File: src/verilog/riscv_isa_pkg.sv
// RV32I instruction-level definitions shared by the issue stage.
// Covers the raw instruction word, the major opcodes and the immediate formats.
package riscv_isa_pkg;

  // --------------------------------------------------------------------------
  // widths
  // --------------------------------------------------------------------------
  // data and address width
  localparam int unsigned XLEN = 32;
  // architectural register index
  localparam int unsigned REG_IDX_LEN = 5;

  // --------------------------------------------------------------------------
  // instruction word
  // --------------------------------------------------------------------------
  // R-type view, other formats are sliced from the raw bits by the decoder
  typedef struct packed {
    logic [6:0]             funct7;
    logic [REG_IDX_LEN-1:0] rs2;
    logic [REG_IDX_LEN-1:0] rs1;
    logic [2:0]             funct3;
    logic [REG_IDX_LEN-1:0] rd;
    logic [6:0]             opcode;
  } instr_t;

  // major opcodes handled by the issue stage, all others are illegal
  typedef enum logic [6:0] {
    OP     = 7'b0110011,
    OP_IMM = 7'b0010011,
    LUI    = 7'b0110111,
    AUIPC  = 7'b0010111,
    JAL    = 7'b1101111,
    BRANCH = 7'b1100011,
    LOAD   = 7'b0000011,
    STORE  = 7'b0100011
  } opcode_e;

  // --------------------------------------------------------------------------
  // immediate formats
  // --------------------------------------------------------------------------
  // IMM_NONE yields a zero immediate
  typedef enum logic [2:0] {
    IMM_I,
    IMM_S,
    IMM_B,
    IMM_U,
    IMM_J,
    IMM_NONE
  } imm_format_e;

endpackage

File: src/verilog/issue_pipe_pkg.sv
// Pipeline-level types of the issue stage: execution units, the held entry,
// operands and the bundles sent to the execution units and the ROB.
package issue_pipe_pkg;

  import riscv_isa_pkg::*;

  // number of execution units behind the issue stage
  localparam int unsigned NUM_EU = 3;
  // ROB has 2**ROB_IDX_LEN entries
  localparam int unsigned ROB_IDX_LEN = 3;

  typedef logic [ROB_IDX_LEN-1:0] rob_idx_t;

  // execution unit selector, also the bit position in ex_valid_o
  typedef enum logic [1:0] {
    EU_ALU    = 2'd0,
    EU_BRANCH = 2'd1,
    EU_LSU    = 2'd2
  } eu_e;

  // --------------------------------------------------------------------------
  // decoded instruction, as held in the issue register
  // --------------------------------------------------------------------------
  typedef struct packed {
    logic [XLEN-1:0]        pc;
    instr_t                 instr;
    eu_e                    eu;
    // completes at issue without any execution unit
    logic                   skip;
    logic                   rs1_req;
    logic                   rs1_is_pc;
    logic                   rs2_req;
    logic                   rs2_is_imm;
    logic [REG_IDX_LEN-1:0] rs1_idx;
    logic [REG_IDX_LEN-1:0] rs2_idx;
    logic [REG_IDX_LEN-1:0] rd_idx;
    logic                   rd_upd;
    logic [XLEN-1:0]        imm;
    logic                   except_raised;
  } issue_entry_t;

  // register status answer for one source register
  typedef struct packed {
    logic     busy;
    rob_idx_t rob_idx;
  } reg_status_t;

  // one source operand, rob_idx names the producer while ready is low
  typedef struct packed {
    logic            ready;
    rob_idx_t        rob_idx;
    logic [XLEN-1:0] value;
  } operand_t;

  // --------------------------------------------------------------------------
  // outgoing bundles
  // --------------------------------------------------------------------------
  typedef struct packed {
    operand_t        rs1;
    operand_t        rs2;
    logic [XLEN-1:0] imm;
    rob_idx_t        rob_idx;
    logic [XLEN-1:0] pc;
  } dispatch_t;

  typedef struct packed {
    instr_t                 instr;
    logic [XLEN-1:0]        pc;
    logic                   res_ready;
    logic [XLEN-1:0]        res_value;
    logic [REG_IDX_LEN-1:0] rd_idx;
    logic                   rd_upd;
    logic                   except_raised;
  } rob_entry_t;

endpackage

File: src/verilog/issue_queue.sv
// Circular FIFO between fetch and decode, valid/ready on the push side.
// The head is always visible; pop_i removes it. flush_i empties the queue.
`timescale 1ns/100ps

module issue_queue import riscv_isa_pkg::*; #(
  parameter int unsigned QUEUE_DEPTH = 4
) (
  input  logic            clk_i,
  input  logic            rst_ni,
  input  logic            flush_i,
  input  logic            push_valid_i,
  output logic            push_ready_o,
  input  logic [XLEN-1:0] push_pc_i,
  input  instr_t          push_instr_i,
  input  logic            pop_i,
  output logic            head_valid_o,
  output logic [XLEN-1:0] head_pc_o,
  output instr_t          head_instr_o
);

  localparam int unsigned PTR_W = (QUEUE_DEPTH > 1) ? $clog2(QUEUE_DEPTH) : 1;
  localparam int unsigned CNT_W = $clog2(QUEUE_DEPTH + 1);

  typedef struct packed {
    logic [XLEN-1:0] pc;
    instr_t          instr;
  } slot_t;

  slot_t             mem_q [QUEUE_DEPTH];
  logic [PTR_W-1:0]  rd_ptr_q, wr_ptr_q;
  logic [CNT_W-1:0]  count_q;
  logic              push;

  // a full queue still takes a push when the head leaves in the same cycle
  assign push_ready_o = (count_q != CNT_W'(QUEUE_DEPTH)) | pop_i;
  assign push         = push_valid_i & push_ready_o;
  assign head_valid_o = (count_q != '0);
  assign head_pc_o    = mem_q[rd_ptr_q].pc;
  assign head_instr_o = mem_q[rd_ptr_q].instr;

  // pointers and occupancy
  always_ff @(posedge clk_i or negedge rst_ni) begin
    if (!rst_ni) begin
      rd_ptr_q <= '0;
      wr_ptr_q <= '0;
      count_q  <= '0;
    end else if (flush_i) begin
      rd_ptr_q <= '0;
      wr_ptr_q <= '0;
      count_q  <= '0;
    end else begin
      if (push) begin
        wr_ptr_q <= (wr_ptr_q == PTR_W'(QUEUE_DEPTH - 1)) ? '0 : wr_ptr_q + 1'b1;
      end
      if (pop_i) begin
        rd_ptr_q <= (rd_ptr_q == PTR_W'(QUEUE_DEPTH - 1)) ? '0 : rd_ptr_q + 1'b1;
      end
      count_q <= count_q + CNT_W'(push) - CNT_W'(pop_i);
    end
  end

  // storage
  always_ff @(posedge clk_i) begin
    if (push) begin
      mem_q[wr_ptr_q] <= '{pc: push_pc_i, instr: push_instr_i};
    end
  end

  // issue_ctrl only pops a head it has seen valid
  a_no_pop_empty : assert property (
    @(posedge clk_i) disable iff (!rst_ni) pop_i |-> head_valid_o
  );

endmodule

File: src/verilog/issue_decoder.sv
// Combinational RV32I decoder for the queue head.
// Picks the execution unit and operand sources and builds the immediate.
`timescale 1ns/100ps

module issue_decoder import riscv_isa_pkg::*, issue_pipe_pkg::*; (
  input  logic [XLEN-1:0] pc_i,
  input  instr_t          instr_i,
  output issue_entry_t    entry_o
);

  logic [31:0]     raw;
  imm_format_e     imm_fmt;
  logic [XLEN-1:0] imm_i, imm_s, imm_b, imm_u, imm_j;

  assign raw = instr_i;

  // --------------------------------------------------------------------------
  // immediates, sign extended from bit 31
  // --------------------------------------------------------------------------
  assign imm_i = {{20{raw[31]}}, raw[31:20]};
  assign imm_s = {{20{raw[31]}}, raw[31:25], raw[11:7]};
  assign imm_b = {{19{raw[31]}}, raw[31], raw[7], raw[30:25], raw[11:8], 1'b0};
  assign imm_u = {raw[31:12], 12'b0};
  assign imm_j = {{11{raw[31]}}, raw[31], raw[19:12], raw[20], raw[30:21], 1'b0};

  // --------------------------------------------------------------------------
  // opcode classification
  // --------------------------------------------------------------------------
  always_comb begin
    entry_o               = '0;
    entry_o.pc            = pc_i;
    entry_o.instr         = instr_i;
    entry_o.eu            = EU_ALU;
    entry_o.rs1_idx       = instr_i.rs1;
    entry_o.rs2_idx       = instr_i.rs2;
    entry_o.rd_idx        = instr_i.rd;
    entry_o.rd_upd        = 1'b1;
    imm_fmt               = IMM_NONE;
    case (instr_i.opcode)
      OP: begin
        entry_o.rs1_req = 1'b1;
        entry_o.rs2_req = 1'b1;
      end
      OP_IMM: begin
        entry_o.rs1_req    = 1'b1;
        entry_o.rs2_is_imm = 1'b1;
        imm_fmt            = IMM_I;
      end
      // result is the immediate itself, written at issue
      LUI: begin
        entry_o.skip       = 1'b1;
        entry_o.rs2_is_imm = 1'b1;
        imm_fmt            = IMM_U;
      end
      AUIPC: begin
        entry_o.rs1_is_pc  = 1'b1;
        entry_o.rs2_is_imm = 1'b1;
        imm_fmt            = IMM_U;
      end
      // link address computed by the branch unit from pc
      JAL: begin
        entry_o.eu        = EU_BRANCH;
        entry_o.rs1_is_pc = 1'b1;
        imm_fmt           = IMM_J;
      end
      BRANCH: begin
        entry_o.eu      = EU_BRANCH;
        entry_o.rs1_req = 1'b1;
        entry_o.rs2_req = 1'b1;
        entry_o.rd_upd  = 1'b0;
        imm_fmt         = IMM_B;
      end
      LOAD: begin
        entry_o.eu      = EU_LSU;
        entry_o.rs1_req = 1'b1;
        imm_fmt         = IMM_I;
      end
      STORE: begin
        entry_o.eu      = EU_LSU;
        entry_o.rs1_req = 1'b1;
        entry_o.rs2_req = 1'b1;
        entry_o.rd_upd  = 1'b0;
        imm_fmt         = IMM_S;
      end
      // illegal instruction goes straight to the ROB as an exception
      default: begin
        entry_o.skip          = 1'b1;
        entry_o.rd_upd        = 1'b0;
        entry_o.except_raised = 1'b1;
      end
    endcase
    case (imm_fmt)
      IMM_I:   entry_o.imm = imm_i;
      IMM_S:   entry_o.imm = imm_s;
      IMM_B:   entry_o.imm = imm_b;
      IMM_U:   entry_o.imm = imm_u;
      IMM_J:   entry_o.imm = imm_j;
      default: entry_o.imm = '0;
    endcase
  end

endmodule

File: src/verilog/operand_fetch.sv
// Combinational operand selection for the instruction in the issue register.
// Sources: pc or immediate, commit-stage forward, or the register file.
`timescale 1ns/100ps

module operand_fetch import riscv_isa_pkg::*, issue_pipe_pkg::*; (
  input  issue_entry_t    entry_i,
  input  reg_status_t     rs1_stat_i,
  input  reg_status_t     rs2_stat_i,
  input  logic [XLEN-1:0] rs1_rf_i,
  input  logic [XLEN-1:0] rs2_rf_i,
  input  logic            rs1_fwd_ready_i,
  input  logic [XLEN-1:0] rs1_fwd_i,
  input  logic            rs2_fwd_ready_i,
  input  logic [XLEN-1:0] rs2_fwd_i,
  output operand_t        rs1_o,
  output operand_t        rs2_o
);

  // one source, highest priority first
  function automatic operand_t pick(input logic            use_special,
                                    input logic [XLEN-1:0] special_val,
                                    input logic            req,
                                    input reg_status_t     stat,
                                    input logic            fwd_ready,
                                    input logic [XLEN-1:0] fwd_val,
                                    input logic [XLEN-1:0] rf_val);
    operand_t op;
    op.ready   = 1'b1;
    op.rob_idx = stat.rob_idx;
    op.value   = '0;
    if (use_special) begin
      op.value = special_val;
    end else if (req && stat.busy) begin
      // producer still in flight, wait for the ROB unless it has the value
      op.ready = fwd_ready;
      op.value = fwd_ready ? fwd_val : '0;
    end else if (req) begin
      op.value = rf_val;
    end
    return op;
  endfunction

  assign rs1_o = pick(entry_i.rs1_is_pc, entry_i.pc, entry_i.rs1_req, rs1_stat_i,
                      rs1_fwd_ready_i, rs1_fwd_i, rs1_rf_i);
  assign rs2_o = pick(entry_i.rs2_is_imm, entry_i.imm, entry_i.rs2_req, rs2_stat_i,
                      rs2_fwd_ready_i, rs2_fwd_i, rs2_rf_i);

endmodule

File: src/verilog/issue_ctrl.sv
// Issue register and firing control.
// Loads the decoded head, fires it to one unit and the ROB in the same cycle.
`timescale 1ns/100ps

module issue_ctrl import riscv_isa_pkg::*, issue_pipe_pkg::*; (
  input  logic               clk_i,
  input  logic               rst_ni,
  input  logic               flush_i,
  input  logic               head_valid_i,
  output logic               pop_o,
  input  issue_entry_t       entry_i,
  output issue_entry_t       held_o,
  input  operand_t           rs1_i,
  input  operand_t           rs2_i,
  input  logic [NUM_EU-1:0]  ex_ready_i,
  output logic [NUM_EU-1:0]  ex_valid_o,
  output dispatch_t          dispatch_o,
  input  logic               comm_ready_i,
  input  rob_idx_t           comm_tail_idx_i,
  output logic               comm_valid_o,
  output rob_entry_t         comm_data_o
);

  issue_entry_t       entry_q;
  logic               valid_q;
  logic [NUM_EU-1:0]  unit_sel;
  logic               fire, load;

  // --------------------------------------------------------------------------
  // firing rule
  // --------------------------------------------------------------------------
  always_comb begin
    unit_sel              = '0;
    unit_sel[entry_q.eu]  = 1'b1;
  end

  // skipping instructions only need a free ROB slot
  assign fire  = valid_q & comm_ready_i & ~flush_i &
                 (entry_q.skip | (|(unit_sel & ex_ready_i)));
  assign load  = head_valid_i & (~valid_q | fire);
  assign pop_o = load;

  always_ff @(posedge clk_i or negedge rst_ni) begin
    if (!rst_ni) begin
      valid_q <= 1'b0;
    end else if (flush_i) begin
      valid_q <= 1'b0;
    end else if (load) begin
      valid_q <= 1'b1;
    end else if (fire) begin
      valid_q <= 1'b0;
    end
  end

  always_ff @(posedge clk_i) begin
    if (load) begin
      entry_q <= entry_i;
    end
  end

  // --------------------------------------------------------------------------
  // outputs
  // --------------------------------------------------------------------------
  assign held_o       = entry_q;
  assign ex_valid_o   = (fire && !entry_q.skip) ? unit_sel : '0;
  assign comm_valid_o = fire;

  // the unit gets the ROB slot allocated in this same cycle
  assign dispatch_o = '{rs1: rs1_i, rs2: rs2_i, imm: entry_q.imm,
                        rob_idx: comm_tail_idx_i, pc: entry_q.pc};

  assign comm_data_o = '{instr: entry_q.instr, pc: entry_q.pc,
                         res_ready: entry_q.skip, res_value: entry_q.imm,
                         rd_idx: entry_q.rd_idx, rd_upd: entry_q.rd_upd,
                         except_raised: entry_q.except_raised};

  a_ex_onehot : assert property (
    @(posedge clk_i) disable iff (!rst_ni) $onehot0(ex_valid_o)
  );
  // every dispatch also allocates a ROB entry
  a_ex_with_comm : assert property (
    @(posedge clk_i) disable iff (!rst_ni) (|ex_valid_o) |-> comm_valid_o
  );

endmodule

File: src/verilog/issue_stage.sv
// Issue stage top level: queue, decoder, operand fetch and issue control.
`timescale 1ns/100ps

module issue_stage import riscv_isa_pkg::*, issue_pipe_pkg::*; #(
  parameter int unsigned QUEUE_DEPTH = 4
) (
  input  logic                   clk_i,
  input  logic                   rst_ni,
  input  logic                   flush_i,
  // fetch
  input  logic                   fetch_valid_i,
  output logic                   fetch_ready_o,
  input  logic [XLEN-1:0]        fetch_pc_i,
  input  instr_t                 fetch_instr_i,
  // register status and register file
  output logic [REG_IDX_LEN-1:0] rs1_idx_o,
  output logic [REG_IDX_LEN-1:0] rs2_idx_o,
  input  reg_status_t            rs1_stat_i,
  input  reg_status_t            rs2_stat_i,
  input  logic [XLEN-1:0]        rs1_rf_i,
  input  logic [XLEN-1:0]        rs2_rf_i,
  // commit-stage forwarding
  output rob_idx_t               rs1_rob_idx_o,
  output rob_idx_t               rs2_rob_idx_o,
  input  logic                   rs1_fwd_ready_i,
  input  logic [XLEN-1:0]        rs1_fwd_i,
  input  logic                   rs2_fwd_ready_i,
  input  logic [XLEN-1:0]        rs2_fwd_i,
  // execution units and ROB
  input  logic [NUM_EU-1:0]      ex_ready_i,
  output logic [NUM_EU-1:0]      ex_valid_o,
  output dispatch_t              dispatch_o,
  input  logic                   comm_ready_i,
  input  rob_idx_t               comm_tail_idx_i,
  output logic                   comm_valid_o,
  output rob_entry_t             comm_data_o
);

  logic            head_valid, pop;
  logic [XLEN-1:0] head_pc;
  instr_t          head_instr;
  issue_entry_t    dec_entry, held;
  operand_t        rs1_op, rs2_op;

  assign rs1_idx_o     = held.rs1_idx;
  assign rs2_idx_o     = held.rs2_idx;
  assign rs1_rob_idx_o = rs1_op.rob_idx;
  assign rs2_rob_idx_o = rs2_op.rob_idx;

  issue_queue #(.QUEUE_DEPTH(QUEUE_DEPTH)) issue_queue_inst (
    .clk_i, .rst_ni, .flush_i,
    .push_valid_i(fetch_valid_i), .push_ready_o(fetch_ready_o),
    .push_pc_i(fetch_pc_i), .push_instr_i(fetch_instr_i), .pop_i(pop),
    .head_valid_o(head_valid), .head_pc_o(head_pc), .head_instr_o(head_instr)
  );

  issue_decoder issue_decoder_inst (.pc_i(head_pc), .instr_i(head_instr), .entry_o(dec_entry));

  // works on the held instruction, beside the decoder on the head
  operand_fetch operand_fetch_inst (
    .entry_i(held), .rs1_stat_i, .rs2_stat_i, .rs1_rf_i, .rs2_rf_i,
    .rs1_fwd_ready_i, .rs1_fwd_i, .rs2_fwd_ready_i, .rs2_fwd_i,
    .rs1_o(rs1_op), .rs2_o(rs2_op)
  );

  issue_ctrl issue_ctrl_inst (
    .clk_i, .rst_ni, .flush_i, .head_valid_i(head_valid), .pop_o(pop),
    .entry_i(dec_entry), .held_o(held), .rs1_i(rs1_op), .rs2_i(rs2_op),
    .ex_ready_i, .ex_valid_o, .dispatch_o,
    .comm_ready_i, .comm_tail_idx_i, .comm_valid_o, .comm_data_o
  );

endmodule

File: config.mk
export PLATFORM = sky130hd
export DESIGN_NAME = issue_stage
export DESIGN_NICKNAME = d
export VERILOG_FILES = /design/src/verilog/riscv_isa_pkg.sv /design/src/verilog/issue_pipe_pkg.sv /design/src/verilog/issue_queue.sv /design/src/verilog/issue_decoder.sv /design/src/verilog/operand_fetch.sv /design/src/verilog/issue_ctrl.sv /design/src/verilog/issue_stage.sv
export SDC_FILE = /design/constraint.sdc
export NUM_CORES = 1
export LEC_CHECK = 0
export ABC_AREA = 0
export ABC_CLOCK_PERIOD_IN_PS = 7980
export BUFFER_PORTS_ARGS = -buffer_cell sky130_fd_sc_hd__buf_2
export CORE_UTILIZATION = 47
export CTS_BUF_LIST = sky130_fd_sc_hd__clkbuf_16
export DETAILED_ROUTE_END_ITERATION = 12
export PLACE_DENSITY = 0.77
export SYNTH_ARGS = -nofsm -noshare
export SYNTH_HDL_FRONTEND = slang
export SYNTH_SLANG_ARGS = --single-unit
File: constraint.sdc
create_clock -name clk_i -period 7.98 [get_ports clk_i]
set_clock_uncertainty 0.15 [all_clocks]
set_input_delay 1.596 -clock clk_i [delete_from_list [all_inputs] [get_ports clk_i]]
set_output_delay 1.596 -clock clk_i [all_outputs]
set_load 0.05 [all_outputs]
# Yosys cells after proc, flatten, opt, wreduce, memory -nomap -nowiden
# Memory sizes are Yosys's and may differ from the RTL's.
# Index checks and enable logic that the tools add are counted.
# totals
regBits	113
ramBits	256
inputBits	213
output_inout_bits	264
elab_cells	112
n_memories	1
# memory_table
memory	words	width	read_ports	rd_ports_with_merged_regs	wr	line	text
issue_queue_inst.mem_q	4	64	1	0	1	issue_queue.sv:29	slot_t mem_q [QUEUE_DEPTH];
# op_classes
n_addsub	4
order_cmp	2
n_eq_ne	15
muxes	37
n_bitwise	11
n_reduce_logical	22
# op_table
op	count
$mux 32	8
$pmux 32 s5	1
$eq 7x6->1 const B	3
$mux 1	17
$pmux 3 s5	1
$eq 7x5->1 const B	2
$eq 7x7->1 const B	2
$mux 2	6
$reduce_or 2->1	5
$reduce_or 3->1	3
$reduce_or 8->1	1
$eq 7x2->1 const B	1
$reduce_or 7->1	1
$eq 3x2->1 const B	2
$mux 3	2
$reduce_bool 3->1	2
$reduce_or 6->1	1
$and 1x1->1	5
$reduce_or 5->1	1
$add 2x1->2 const B	2
$eq 2x2->1 const B	2
$logic_and 1x1->1	4
$pmux 2 s2	1
$reduce_bool 2->1	2
other kinds (13)	16

# Depth between registers and ports, before layout
# Gate-level depths: netlist (run 1).
# depth
word_depth	15
mapped_depth	13
mapped_depth_nobuf	12

# By module
# A second synthesis (run 1) with hierarchy kept.
# unflattened
cells_unflattened	1098
hier_area_um2	17720.7
# by_module_without_submodules
module	instances	cells_per_inst	area_each_um2	seq_area_each_um2
issue_queue	1	379	9658.0	7862.5
issue_ctrl	1	381	5572.8	3628.5
operand_fetch	1	160	1296.2	0.0
issue_decoder	1	178	1193.6	0.0

# Worst setup path after synthesis (run 1)
# Ideal clock, no wire load.
# synth_timing
kind	input to register
from	in flush_i
to	reg issue_queue_inst.count_q[2]
setup_time_ns	0.130
arrival_time_ns	8.337
t_required_ns	7.700
path_slack_ns	-0.637
path_stages	13
n_path_buf	1
cell_sequence	clkbuf_1 > inv_1 > nand2_1 > o21a_1 > nor2_1 > ha_1 > inv_1 > ha_1 > inv_1 > fa_1 > xor2_1 > xnor2_1 > nor2_1
# synth_between
elab_chain_len	10
# synth_rtl
item	line	text
start, declared	issue_stage.sv:9	input logic flush_i,
$not 1->1 *	issue_ctrl.sv:38	assign fire = valid_q & comm_ready_i & ~flush_i &
$and 1x1->1 * (2 in a row)	issue_ctrl.sv:38	
$or 1x1->1 *	issue_ctrl.sv:40	assign load = head_valid_i & (~valid_q | fire);
$and 1x1->1 *	issue_ctrl.sv:40	
via issue_ctrl_inst.pop_o	issue_ctrl.sv:10	output logic pop_o,
$or 1x1->1	issue_queue.sv:35	assign push_ready_o = (count_q != CNT_W'(QUEUE_DEPTH)) | pop_i;
$and 1x1->1	issue_queue.sv:36	assign push = push_valid_i & push_ready_o;
$add 3x1->3	issue_queue.sv:58	count_q <= count_q + CNT_W'(push) - CNT_W'(pop_i);
$sub 3x1->3 *	issue_queue.sv:58	
$mux 3 *	issue_queue.sv:47	end else if (flush_i) begin
end signal, assigned	issue_queue.sv:58	
end, declared	issue_queue.sv:31	logic [CNT_W-1:0] count_q;
# The timed path passes the listed nets; every way through them passes the cells marked *.
# A chain may end at the register's enable or synchronous reset.

==> results.md, run 1 <==
Status:
- The run finished with clean final reports.

Critical path:
- The worst setup path is launched from an input pin.
- In this run the critical register-to-register path is launched from issue_ctrl_inst.held_o[55].
- For the worst setup path, the data required time is 6.23 ns.
- In this run the worst path has a maximum fanout of 32.
- The startpoint of the worst setup timing path is rs2_stat_i[3].
- The kind of capture point of the worst setup path is an output port.
- Across all register-to-register paths, the minimum setup slack is 4.66 ns.
- The type of the worst setup path is in2out.
- The worst register-to-register path has a depth of 5.
- In this run the critical register-to-register path is captured at issue_queue_inst.mem_q[2][61].
- The data arrival time of the critical path is about 3.4 ns.

Worst hold path:
- The hold path depth is 2.
- The worst hold path begins at issue_queue_inst.wr_ptr_q[1].
- The type of the tightest min-delay check is reg2reg.
- The end of the worst hold path is issue_queue_inst.wr_ptr_q[1].

Timing:
- The shortest period the worst path allows is 5.16 ns.
- For the pin with the worst max-slew slack, the measured transition is 1.28 ns.
- The post-route setup TNS is 0 ns.
- Setup violations remaining at the end of the flow were counted as 0.
- Setup repair after global routing left no endpoint under its margin.
- Measured against its own limit, the worst slew margin works out to 0.146.
- The count of final hold-check violations is 0.
- In the finished design, the share of the clock period the worst path needs comes to 0.646.
- The final count of pins violating max slew is 0.
- Static timing analysis puts the maximum clock frequency at 194 MHz.

Clock network:
- The CTS clock-pin slew for the worst setup and hold paths is 0.06 ns.
- The clock latency of the later-clocked register in the worst-skew pair is 0.51 ns.
- TritonCTS built the clock tree.
- The clock passes through at most 3 buffers.
- The number of clock buffers inserted by TritonCTS is 40.
- The clock net in this run drives a total of 369 sinks.
- Buffers inserted to repair hold after CTS numbered 0.
- Post-CTS timing repair inserted 0 buffers for setup.
- Once the clock tree was built, the resizer swapped 0 gates to a different size.
- The clock root buffer is clkbuf_16.
- The clock tree synthesis step divided the H-tree into 2 levels.

Cells and area:
- The layout-stage area growth over the synthesis result is 15.8%.
- The area of all placed cells without fillers is 0.0188 mm^2.
- In the final layout, the share of cells above drive strength 1 is 0.452.
- The final layout net count is 1,512.
- The final standard cell utilization of the core is 0.557.
- The sequential cells in the finished layout cover a total of 0.0110 mm^2.
- Summing all multi-input logic gate instances after layout gives between 0.003 and 0.004 mm^2.
- Fill cells in the final layout number about 2,700.

Synthesis:
- In the post-synthesis netlist, the biggest area contributors are edfxtp_1, buf_4, mux4_2, a22oi_1, nand2_1.
- The cell area that synthesis handed to floorplanning was 0.0162 mm^2.
- The post-synthesis cell count is 1,036.
- The share of the synthesized area in the top cell type is 0.669.
- The number of distinct standard cells referenced by the synthesized netlist is 47.
- When the netlist entered floorplanning its net count stood at 1,257.
- The number of enable-type register cells in the synthesized netlist is 361.
- The library cell with the largest summed area after synthesis is edfxtp_1.
- The top flip-flop cell by instance count after synthesis is edfxtp_1.
- Yosys printed 0 warnings.
- The number of synthesized register bits is roughly 370.
- The mean post-synth cell area is 15.6 um^2.
- Of all flip-flops after synthesis, the portion carrying an async set or reset was 0.0217.
- The sequential cell area fraction in the yosys report is 0.681.

Placement:
- The congestion estimate from routability-driven global placement came to 1.06.
- The placed wire-length estimate after detailed placement is 26.7 mm.
- In this run the tool buffered the top-level ports with 452 buffer cells.
- After detailed placement, the total cell area comes to 0.0174 mm^2.

Drt:
- Once detail routing completed, the nets flagged for antenna violations numbered 0.
- The total routed wirelength is 38.4 mm.
- Across all layers, the routed design uses 9,463 vias.
- The average routed wire per standard cell is 21.7 um.
- The number of vias per cell after detailed routing is 5.33.
- In the routed design, unresolved DRC markers number 0.
- After the first detailed-routing iteration, the DRC count stood at 493.
- Before antenna repair, the detailed router went through 5 iterations.

Global route:
- Across every metal layer, demand over resource in global routing totals 0.216.
- The wire length of the first global-routing pass is 57.0 mm.
- The number of antenna violations at the first check in global routing is 11.
- Entering global routing, the biggest net connects 74 pins.
- The total overflow reported by the global router is 0.
- The number of global-route vias before repair is 9,475.

Floorplan:
- The initial utilization of the core area, before any placement, comes to 0.481.
- The overall die height is between 150 and 200 um.
- The die area is 0.0352 mm^2.
- For this design the top-level I/O count stands at 477.
- The floorplan step defined a core boundary enclosing about 0.034 mm^2.
- After floorplanning, the core was divided into 67 placement rows.
- The width of the die is 188 um.

Flow run:
- The tool flagged a number of max-cap violations equal to 0.
==> cell families after synthesis <==
logic type	synth area share
adder cells (fa/ha/maj)	0.00664
multiplexers	0.0924
XOR/XNOR	0.00108
flip-flops	0.681
buffers and inverters	0.107
AND/OR/NAND/NOR	0.0433
AO/OA/AOI/OAI	0.0682
==> worst max path at each step <==
stage,endpoint,depth (start not counted)
2_1_floorplan,issue_queue_inst.count_q[2],13
3_3_place_gp,dispatch_o[91],5
3_5_place_dp,dispatch_o[74],5
4_1_cts,dispatch_o[74],5
5_1_grt,dispatch_o[74],5
6_report,dispatch_o[74],5
==> metal layers <==
layer	up-vias	track usage	wire, um
met1	4666	0.250	14400
met4	6	0.0935	1620
met5	-	0	41
met3	91	0.0417	2410
met2	422	0.389	20000
li1	4278	-	-
==> per-stage QoR <==
| step | instances | hold slack (ns) | setup slack (ns) |
|---|---|---|---|
| 2_1_floorplan | 1036 | 0.400 | 1.26 |
| 5_1_grt | 1773 | 0.476 | 2.65 |
| 6_report | 1775 | 0.448 | 2.82 |
| 3_3_place_gp | 1697 | 0.425 | 2.99 |
| 3_5_place_dp | 1697 | 0.429 | 2.82 |
| 4_1_cts | 1769 | 0.448 | 2.83 |
==> layout by cell type (no fill, tap or decap), types with 5 or more instances in the layout <==
| cell type | netlist | layout |
|---|---|---|
| a21oi_1 | 24 | 24 |
| a22oi_1 | 66 | 66 |
| and3_1 | 9 | 9 |
| buf_2 | 10 | 452 |
| buf_4 | 195 | 8 |
| bufinv_16 | 0 | 6 |
| clkbuf_16 | 0 | 41 |
| clkinv_1 | 1 | 10 |
| clkinv_2 | 0 | 5 |
| dfrtp_1 | 8 | 6 |
| diode_2 | 0 | 6 |
| edfxtp_1 | 361 | 361 |
| ha_1 | 7 | 7 |
| inv_1 | 9 | 16 |
| mux4_2 | 63 | 63 |
| nand2_1 | 94 | 94 |
| nand3_1 | 5 | 5 |
| nor2_1 | 18 | 17 |
| o21ai_0 | 69 | 69 |
==> layout make-up <==
class,count,share of cell area
Antenna cell,6,0.000800
Timing Repair Buffer,460,0.124
Clock inverter,31,0.0159
Sequential cell,369,0.589
Multi-Input combinational cell,410,0.184
Clock buffer,41,0.0547
Inverter,10,0.00200
Tap cell,448,0.0299
==> synthesized netlist by cell type, types with 2 or more instances <==
cell type,n
a21oi_1,24
a22o_1,4
a22oi_1,66
and2_1,7
and3_1,9
buf_2,10
buf_4,195
buf_6,3
clkbuf_1,39
dfrtp_1,8
edfxtp_1,361
ha_1,7
inv_1,9
mux2_2,2
mux2i_1,4
mux4_2,63
nand2_1,94
nand2b_1,2
nand3_1,5
nor2_1,18
nor2b_1,6
nor3_1,4
nor4_1,3
o21a_1,2
o21ai_0,69
==> worst max-delay path, stage by stage <==
cell     delay [ns]
buf_2          0.12
nor2b_2        0.97
a22oi_1        0.17
o21ai_0        0.25
buf_2          0.30
==> flip-flops by register name, summed over array words and instances (netlist names) <==
register,cells
issue_queue_inst.mem_q,256
issue_ctrl_inst.held_o,6
issue_ctrl_inst.comm_data_o,99
issue_queue_inst.count_q,3
issue_queue_inst.wr_ptr_q,2
issue_ctrl_inst.valid_q,1
issue_queue_inst.rd_ptr_q,2
Power of run 1 is not shown: default switching activity piles up to over one toggle a cycle in this logic, so the estimate is an artifact.
==> run 2, diff against run 1 <==
--- a/config.mk
+++ b/config.mk
@@ -5,13 +5,14 @@
 export SDC_FILE = /design/constraint.sdc
 export NUM_CORES = 1
 export LEC_CHECK = 0
-export ABC_AREA = 0
-export ABC_CLOCK_PERIOD_IN_PS = 7980
+export ABC_AREA = 1
+export ABC_CLOCK_PERIOD_IN_PS = 5350
 export BUFFER_PORTS_ARGS = -buffer_cell sky130_fd_sc_hd__buf_2
-export CORE_UTILIZATION = 47
+export CORE_AREA = 2 2 187 189
 export CTS_BUF_LIST = sky130_fd_sc_hd__clkbuf_16
 export DETAILED_ROUTE_END_ITERATION = 12
-export PLACE_DENSITY = 0.77
+export DIE_AREA = 0 0 189 191
+export PLACE_DENSITY = 0.76
 export SYNTH_ARGS = -nofsm -noshare
 export SYNTH_HDL_FRONTEND = slang
 export SYNTH_SLANG_ARGS = --single-unit
==> constraint.sdc (replaced) <==
create_clock -name clk_i -period 5.35 [get_ports clk_i]
set_clock_uncertainty 0.15 [all_clocks]
set_input_delay 1.07 -clock clk_i [delete_from_list [all_inputs] [get_ports clk_i]]
set_output_delay 1.07 -clock clk_i [all_outputs]
set_load 0.05 [all_outputs]
==> results.md, run 2 <==
Status:
- The flow ran to the end, and the final reports show no timing, DRC or antenna violations.

Clock network:
- For this design, the sink count on the clock tree is 369.
- The number of levels the H-tree was split into is 2.
- The maximum clock insertion buffer count is 3.
- The clock reaches the later pin of the worst-skew pair after 0.53 ns.
- TritonCTS created 38 clock buffers.
- The number of gates resized after cts is 0.
- The cts-stage hold buffer count is 0.
- The CTS tree is built.
- The CTS clock-pin slew for the worst setup and hold paths is 0.06 ns.
- The cell sitting at the root of the clock tree is a clkbuf_16.
- The number of setup buffers added after CTS is 0.

Floorplan:
- The die area is 0.0361 mm^2.
- The initial standard-cell utilization of the core is 0.493.
- The width of the die is 189 um.
- The number of top-level pins is around 480.
- From bottom edge to top edge, the die measures 191 um.
- Row generation in the floorplan step produced 68 rows.
- The area of the core region is 0.0341 mm^2.

Critical path:
- In this run the worst setup path begins at issue_ctrl_inst.held_o[52].
- The standard cell with the maximum stage delay on the critical path is inv_1.
- The endpoint identified for the worst register-to-register timing path is issue_ctrl_inst.comm_data_o[28].
- The worst reg-to-reg setup slack is 1.81 ns.
- The setup path with the least slack is of type reg2out.
- The kind of cell adding the most delay to the critical path is buffers and inverters.
- STA classifies the critical path endpoint as an output port.
- The startpoint identified for the worst register-to-register timing path is issue_queue_inst.rd_ptr_q[0].
- The largest driver fanout on the critical path is 33.
- The critical path launch point type is a flop.
- On the worst path, the slowest cell contributes a delay of 0.70 ns.
- The number of buffer and inverter instances along the worst setup path is 4.
- For the worst setup path, the data required time is 4.13 ns.
- The critical path runs through a total of 7 cells.
- The critical path goes through buf_4, nand2_1, inv_1, buf_4, nand3_1, a31oi_1, buf_2.
- Counting cells, the worst reg-to-reg path comes to 10.
- In this design, the critical path's most frequently occurring cell is buf_4.
- The data arrival time of the critical path is 2.88 ns.
- The worst setup path endpoint is dispatch_o[113].

Synthesis:
- The synthesized netlist net count is 1,674.
- The Yosys step of the flow raised 0 warnings.
- For this run, the register share of the synthesized area comes to 0.656.
- edfxtp_1 is the most common cell in the netlist.
- The cell count after synthesis came out at about 1,500.
- edfxtp_1 takes more of the synthesized area than any other cell.
- The cell area after technology mapping is 0.0168 mm^2.
- The mean post-synth cell area is 11.6 um^2.
- The synthesized design contains 361 enable-type register cells.
- The top flip-flop cell by instance count after synthesis is edfxtp_1.
- Of the post-synthesis cell area, the dominant cell type holds 0.645.
- The synthesized netlist contains 33 unique library cells.
- By count the netlist is led by edfxtp_1, buf_4, nor2_1, nand3_1, nand2_1.
- The number of synthesized register bits is 369.
- The share of async-settable or async-resettable flops after synthesis is 0.0217.
- Yosys attributes the largest share of cell area to edfxtp_1, buf_4, nand3_1, nor2_1, o21ai_0.

Timing:
- The final count of pins violating max slew is 0.
- Adding up every negative setup slack in the final design gives 0 ns.
- Across all hold checks on the routed design, the worst slack comes to about 0.22 ns.
- The count of final hold-check violations is 0.
- The shortest period the worst path allows is 4.10 ns.
- Setup repair after global routing left no endpoint under its margin.
- The worst pin sits at a relative slew slack of 0.239.
- At the pin with the least slew margin, the transition time is 1.14 ns.
- The worst path meets setup with 1.25 ns of slack.
- The number of setup violations in the final report is 0.
- The fraction of the cycle the final worst path needs is 0.767.
- The highest attainable clock frequency is 244 MHz.

Placement:
- The placer's final routability congestion estimate is 0.921.
- The total of buffers placed on input and output ports is 452.
- Once detailed placement completed, the half-perimeter wirelength came to 32.3 mm.
- The setup slack after placement is between 1 and 1.5 ns.
- The cell area after placement is 0.0181 mm^2.

Drt:
- The average routed wire per standard cell is 21.2 um.
- In the routed layout, each cell is associated on average with a via count of 5.51.
- After detailed routing, the number of remaining DRC violations is 0.
- The number of iterations in the first detailed-routing pass is 5.
- In this run the remaining antenna-violating nets after routing total 0.
- The highest metal layer with signal wires is met4.
- The total routed wirelength is around 46 mm.
- The met2 wirelength from detailed routing is ~24 mm.
- The routed wire length on met3 is 3.27 mm.
- The routed length on met1 is 16.8 mm.
- The detailed-route via count is approximately 12,000.
- The number of DRC markers in iteration 0 is ~880.

Cells and area:
- The top cell types in the final layout, fill and taps aside, are buf_2, edfxtp_1, nor2_1.
- The filler cell count in the final layout is between 2,000 and 3,000.
- After routing the design area is between 0.015 and 0.02 mm^2.
- The area of the multi-input gates is 0.00386 mm^2.
- The layout-stage area growth over the synthesis result is 14.6%.
- The commonest non-fill, non-tap cell in the layout is buf_2.
- The final layout contains 1,903 nets.
- issue_queue_inst.mem_q holds more flip-flops than any other register.
- Across the whole layout, storage elements account for roughly 0.011 mm^2.
- In the final layout, the share of cells above drive strength 1 is 0.326.
- The number of flip-flops under the largest register name is 256.

Global route:
- The number of global-route vias before repair is 11,300.
- The total overflow reported by the global router is 0.
- The number of antenna violations at the first check in global routing came to 18.
- The largest net degree at the start of global routing is 109.
- The wire length of the first global-routing pass is 66.9 mm.
- In the global route stage, overall resource usage came out at 0.248.

Power and ir drop:
- The maximum VDD drop is 0.591 mV.
- The leakage power total is roughly 7.7 nW.
- The power per cell area is 717 mW/mm^2.
- The sum of internal, switching and leakage power is 0.0138 W.

Flow run:
- The number of maximum-capacitance constraint violations is 0.

Worst hold path:
- The tightest min-delay check is of the in2async type.
## run 2: changes by cell type after synthesis, moves of 46 or more
cell / previous run / this run
nor2_1: 18 / 189
nand3_1: 5 / 167
a22oi_1: 66 / 0
a31oi_1: 1 / 65
mux4_2: 63 / 0
o22ai_1: 1 / 47
## run 2: final cells by class
class                      instances  area share
clock buffer                      41      0.0532
multi-input combinational        762       0.200
timing repair buffer             469       0.126
antenna                           14     0.00182
tap                              455      0.0295
clock inverter                    22     0.00773
sequential                       369       0.573
inverter                          42     0.00831
## run 2: kinds of logic (layout without fill, tap and decap cells)
family	Yosys count	in the layout	synth area share
DFF	369	369	0.656
buffers and inverters	322	574	0.117
adders and majority gates	8	8	0.00640
other	0	14	0
and+or+nand+nor	514	514	0.136
AOI/OAI and AO/OA	238	238	0.0834
xor gates and xnor gates	2	2	0.00104
## run 2: layer usage
layer	vias up	track usage
met2	587	0.437
met5	-	0
met4	0	0.128
met3	95	0.0424
met1	5788	0.291
li1	5503	-
## run 2: worst min path at each step
stage                                      start                           end  slack [ns]
floorplan           issue_queue_inst.wr_ptr_q[1]  issue_queue_inst.wr_ptr_q[1]        0.38
global placement    issue_queue_inst.wr_ptr_q[1]  issue_queue_inst.wr_ptr_q[1]        0.41
detailed placement  issue_queue_inst.wr_ptr_q[1]  issue_queue_inst.wr_ptr_q[1]        0.43
CTS                                       rst_ni   issue_queue_inst.count_q[2]        0.21
global route                              rst_ni  issue_queue_inst.wr_ptr_q[0]        0.22
finish                                    rst_ni   issue_queue_inst.count_q[2]        0.22
## run 2: report_power, final
group	switching, W	leakage, nW	internal (W)
registers	0.000453	3.47	0.00400
clock network	0.00104	0.596	0.00147
logic	0.00555	3.60	0.00131
## run 2: worst register-to-register path, delay by kind of cell (launching register included)
family	cells	cell delay [ns]
buffers and inverters	2	0.82
DFF	1	0.86
and+or+nand+nor	8	1.42
## run 2: metrics by stage
stage / instances / utilization
2_1_floorplan: 1453 / -
3_3_place_gp: 2097 / 0.529
3_5_place_dp: 2097 / 0.529
4_1_cts: 2160 / 0.564
5_1_grt: 2172 / 0.565
6_report: 2174 / 0.565
Note: power is estimated with default switching activity, not from simulation.
==> run 3, diff against run 2 <==
--- a/config.mk
+++ b/config.mk
@@ -6,7 +6,7 @@
 export NUM_CORES = 1
 export LEC_CHECK = 0
 export ABC_AREA = 1
-export ABC_CLOCK_PERIOD_IN_PS = 5350
+export ABC_CLOCK_PERIOD_IN_PS = 4140
 export BUFFER_PORTS_ARGS = -buffer_cell sky130_fd_sc_hd__buf_2
 export CORE_AREA = 2 2 187 189
 export CTS_BUF_LIST = sky130_fd_sc_hd__clkbuf_16
==> constraint.sdc (replaced) <==
create_clock -name clk_i -period 4.14 [get_ports clk_i]
set_clock_uncertainty 0.15 [all_clocks]
set_input_delay 0.828 -clock clk_i [delete_from_list [all_inputs] [get_ports clk_i]]
set_output_delay 0.828 -clock clk_i [all_outputs]
set_load 0.05 [all_outputs]
==> results.md, run 3 (synthesis gave the netlist of run 2 again) <==
Status:
- The run finished with clean final reports.

Placement:
- During placement, the flow inserted port buffers numbering 452.
- At the end of routability-driven placement, the weighted congestion stood at 1.00.
- The placed wire-length estimate after detailed placement is around 32 mm.
- Once placement finished, the instance area stood at 0.0181 mm^2.

Cells and area:
- The final layout net count is ~1,900.
- The register with the most flip-flops is issue_queue_inst.mem_q.
- After routing the design area is 0.0193 mm^2.
- Leaving out fill and tap cells, the most frequent cells in the layout are buf_2, edfxtp_1, nor2_1.
- The area growth from synthesis to layout is 15.0%.
- The commonest non-fill, non-tap cell in the layout is buf_2.
- Across the whole layout, storage elements account for around 0.011 mm^2.
- Summing all multi-input logic gate instances after layout gives 0.00388 mm^2.
- The layout cell share with drive strength beyond 1 is 0.329.
- The filler cell count in the final layout is 2,869.
- The register with the most flip-flops in the layout has 256 of them.

Clock network:
- Buffers inserted during clock tree synthesis total 37.
- TritonCTS built the clock tree.
- The CTS clock-pin slew for the worst setup and hold paths is 0.06 ns.
- The number of gates resized after cts is 0.
- The tree built by TritonCTS fans out to 369 sinks.
- The clock tree synthesis step divided the H-tree into 2 levels.
- The longest clock path from root to sink contains 3 buffers.
- Clock tree synthesis selected as its root buffer the cell clkbuf_16.
- For the worst-skew pair, the clock arrives at the later sink with an insertion delay of 0.53 ns.

Drt:
- The number of iterations in the first detailed-routing pass is 5.
- The average routed wire per standard cell is approximately 21 um.
- The number of DRC markers in iteration 0 is between 900 and 1,000.
- The count of nets left with antenna violations once routing finished came out at 0.
- The detailed-route via count is 12,000.
- For this run, design rule violations remaining after detail routing come to 0.
- After detailed routing, the total wire length is 46.1 mm.
- The number of vias per cell after detailed routing is 5.52.

Floorplan:
- The width of the die is 189 um.
- For this design the top-level I/O count stands at 477.
- The area of the core region is 0.0341 mm^2.
- In this run the vertical extent of the chip is 191 um.
- The total number of placement rows is about 70.
- The initial standard-cell utilization of the core is 0.493.
- The die area is 0.0361 mm^2.

Critical path:
- The setup path with the least slack is of type reg2out.
- Traced cell by cell, the critical path runs through nand2_1, inv_1, buf_4, nand3_1, a31oi_1, buf_2.
- The reg-to-reg startpoint is issue_queue_inst.rd_ptr_q[1].
- The kind of capture point of the worst setup path is an output port.
- The largest single stage delay on the critical path is 0.46 ns.
- The data arrival time of the critical path is 2.48 ns.
- At the worst endpoint, the required time is 3.16 ns.
- Setup slack on the worst reg-to-reg path comes out at 0.93 ns.
- The largest individual stage delay along the critical path comes from the cell a31oi_1.
- Of all nets on the critical path, the largest fanout is 31.
- The number of buffer and inverter instances along the worst setup path is 3.
- The kind of cell adding the most delay to the critical path is buffers and inverters.
- The endpoint identified for the worst register-to-register timing path is issue_ctrl_inst.comm_data_o[34].
- STA classifies the critical path startpoint as a flop.
- The worst register-to-register path has a depth of 9.

Timing:
- For the finished layout, the period the worst path requires is 3.45 ns.
- For the pin with the worst max-slew slack, the measured transition is around 0.74 ns.
- Dividing the final minimum period by the clock period gives 0.834.
- Setup repair after global routing left no endpoint under its margin.
- The count of final hold-check violations is 0.
- The final count of pins violating max slew is 0.
- In this run the tightest slew margin relative to its limit is 0.504.
- Derived from the worst setup path, the maximum achievable clock frequency is 289 MHz.
- Setup violations remaining at the end of the flow were counted as 0.
- Hold timing on the final database bottoms out at a slack of 0.368 ns.

Global route:
- The total overflow reported by the global router is 0.
- The number of global-route vias before repair was 11,300.
- The number of antenna violations at the first check in global routing is 17.
- Entering global routing, the biggest net connects 109 pins.
- The wire length of the first global-routing pass is 67.4 mm.
- Across every metal layer, demand over resource in global routing totals 0.249.

Flow run:
- The number of maximum-capacitance constraint violations is 0.

Worst hold path:
- The hold path depth is 1.
- The type of the tightest min-delay check is in2reg.
- The startpoint identified for the worst hold timing path is fetch_instr_i[0].
- The end of the worst hold path is issue_queue_inst.mem_q[2][0].

Power and ir drop:
- Summed over all cells, the static leakage comes to 7.69 nW.
- The power per cell area is 921 mW/mm^2.
- VDD sags by at most 0.672 mV.
[run 3: cell types whose count changed in the layout (fill, tap and decap cells not counted), sizes merged]
cell         change
buf              +5
clkbuf           -2
clkinv           +5
clkinvlp         +2
diode            -1
dlygate4sd3      +1
inv              -1
[run 3: cell type report]
class,count,area share
sequential,369,0.571
multi-input combinational,762,0.201
timing repair buffer,475,0.129
clock buffer,39,0.0505
tap,455,0.0294
clock inverter,28,0.00906
inverter,42,0.00847
antenna,13,0.00168
[run 3: what timing repair did]
action,4_1_cts,5_1_grt
hold buffers,1,0
setup buffers,0,0
hold endpoints to repair,8,0
[run 3: worst max path at each step]
stage | start | endpoint | slack, ns | cells after the start
3_3_place_gp | rs2_fwd_ready_i | dispatch_o[91] | 0.80 | 4
5_1_grt | issue_ctrl_inst.held_o[50] | dispatch_o[91] | 0.58 | 6
3_5_place_dp | rs2_fwd_ready_i | dispatch_o[91] | 0.79 | 4
6_report | issue_ctrl_inst.held_o[50] | dispatch_o[91] | 0.69 | 6
4_1_cts | issue_ctrl_inst.held_o[50] | dispatch_o[91] | 0.66 | 6
2_1_floorplan | flush_i | issue_queue_inst.count_q[2] | -0.47 | 12
[run 3: per-layer routing]
| layer | up-vias | part of all wire | global-route usage |
|---|---|---|---|
| li1 | 5517 | - | - |
| met1 | 5756 | 0.35 | 0.290 |
| met2 | 653 | 0.51 | 0.431 |
| met3 | 113 | 0.082 | 0.0459 |
| met4 | 4 | 0.054 | 0.147 |
| met5 | - | 0.00050 | 0 |
[run 3: metrics by stage]
step	TNS (ns)	cells	util	total power, W	setup slack (ns)
after global placement	0	2102	0.532	0.0146	0.795
after global routing	0	2182	0.567	0.0185	0.582
after floorplan	-29.84	1453	-	0.0136	-0.466
after detailed placement	0	2102	0.532	0.0147	0.792
after CTS	0	2170	0.566	0.0179	0.660
final	0	2183	0.567	0.0178	0.685
[run 3: where the power goes]
group          internal [W]  leakage [nW]  switching (W)
registers           0.00517          3.47       0.000571
clock network       0.00183         0.586        0.00133
logic               0.00171          3.63        0.00721
total               0.00870          7.69        0.00911
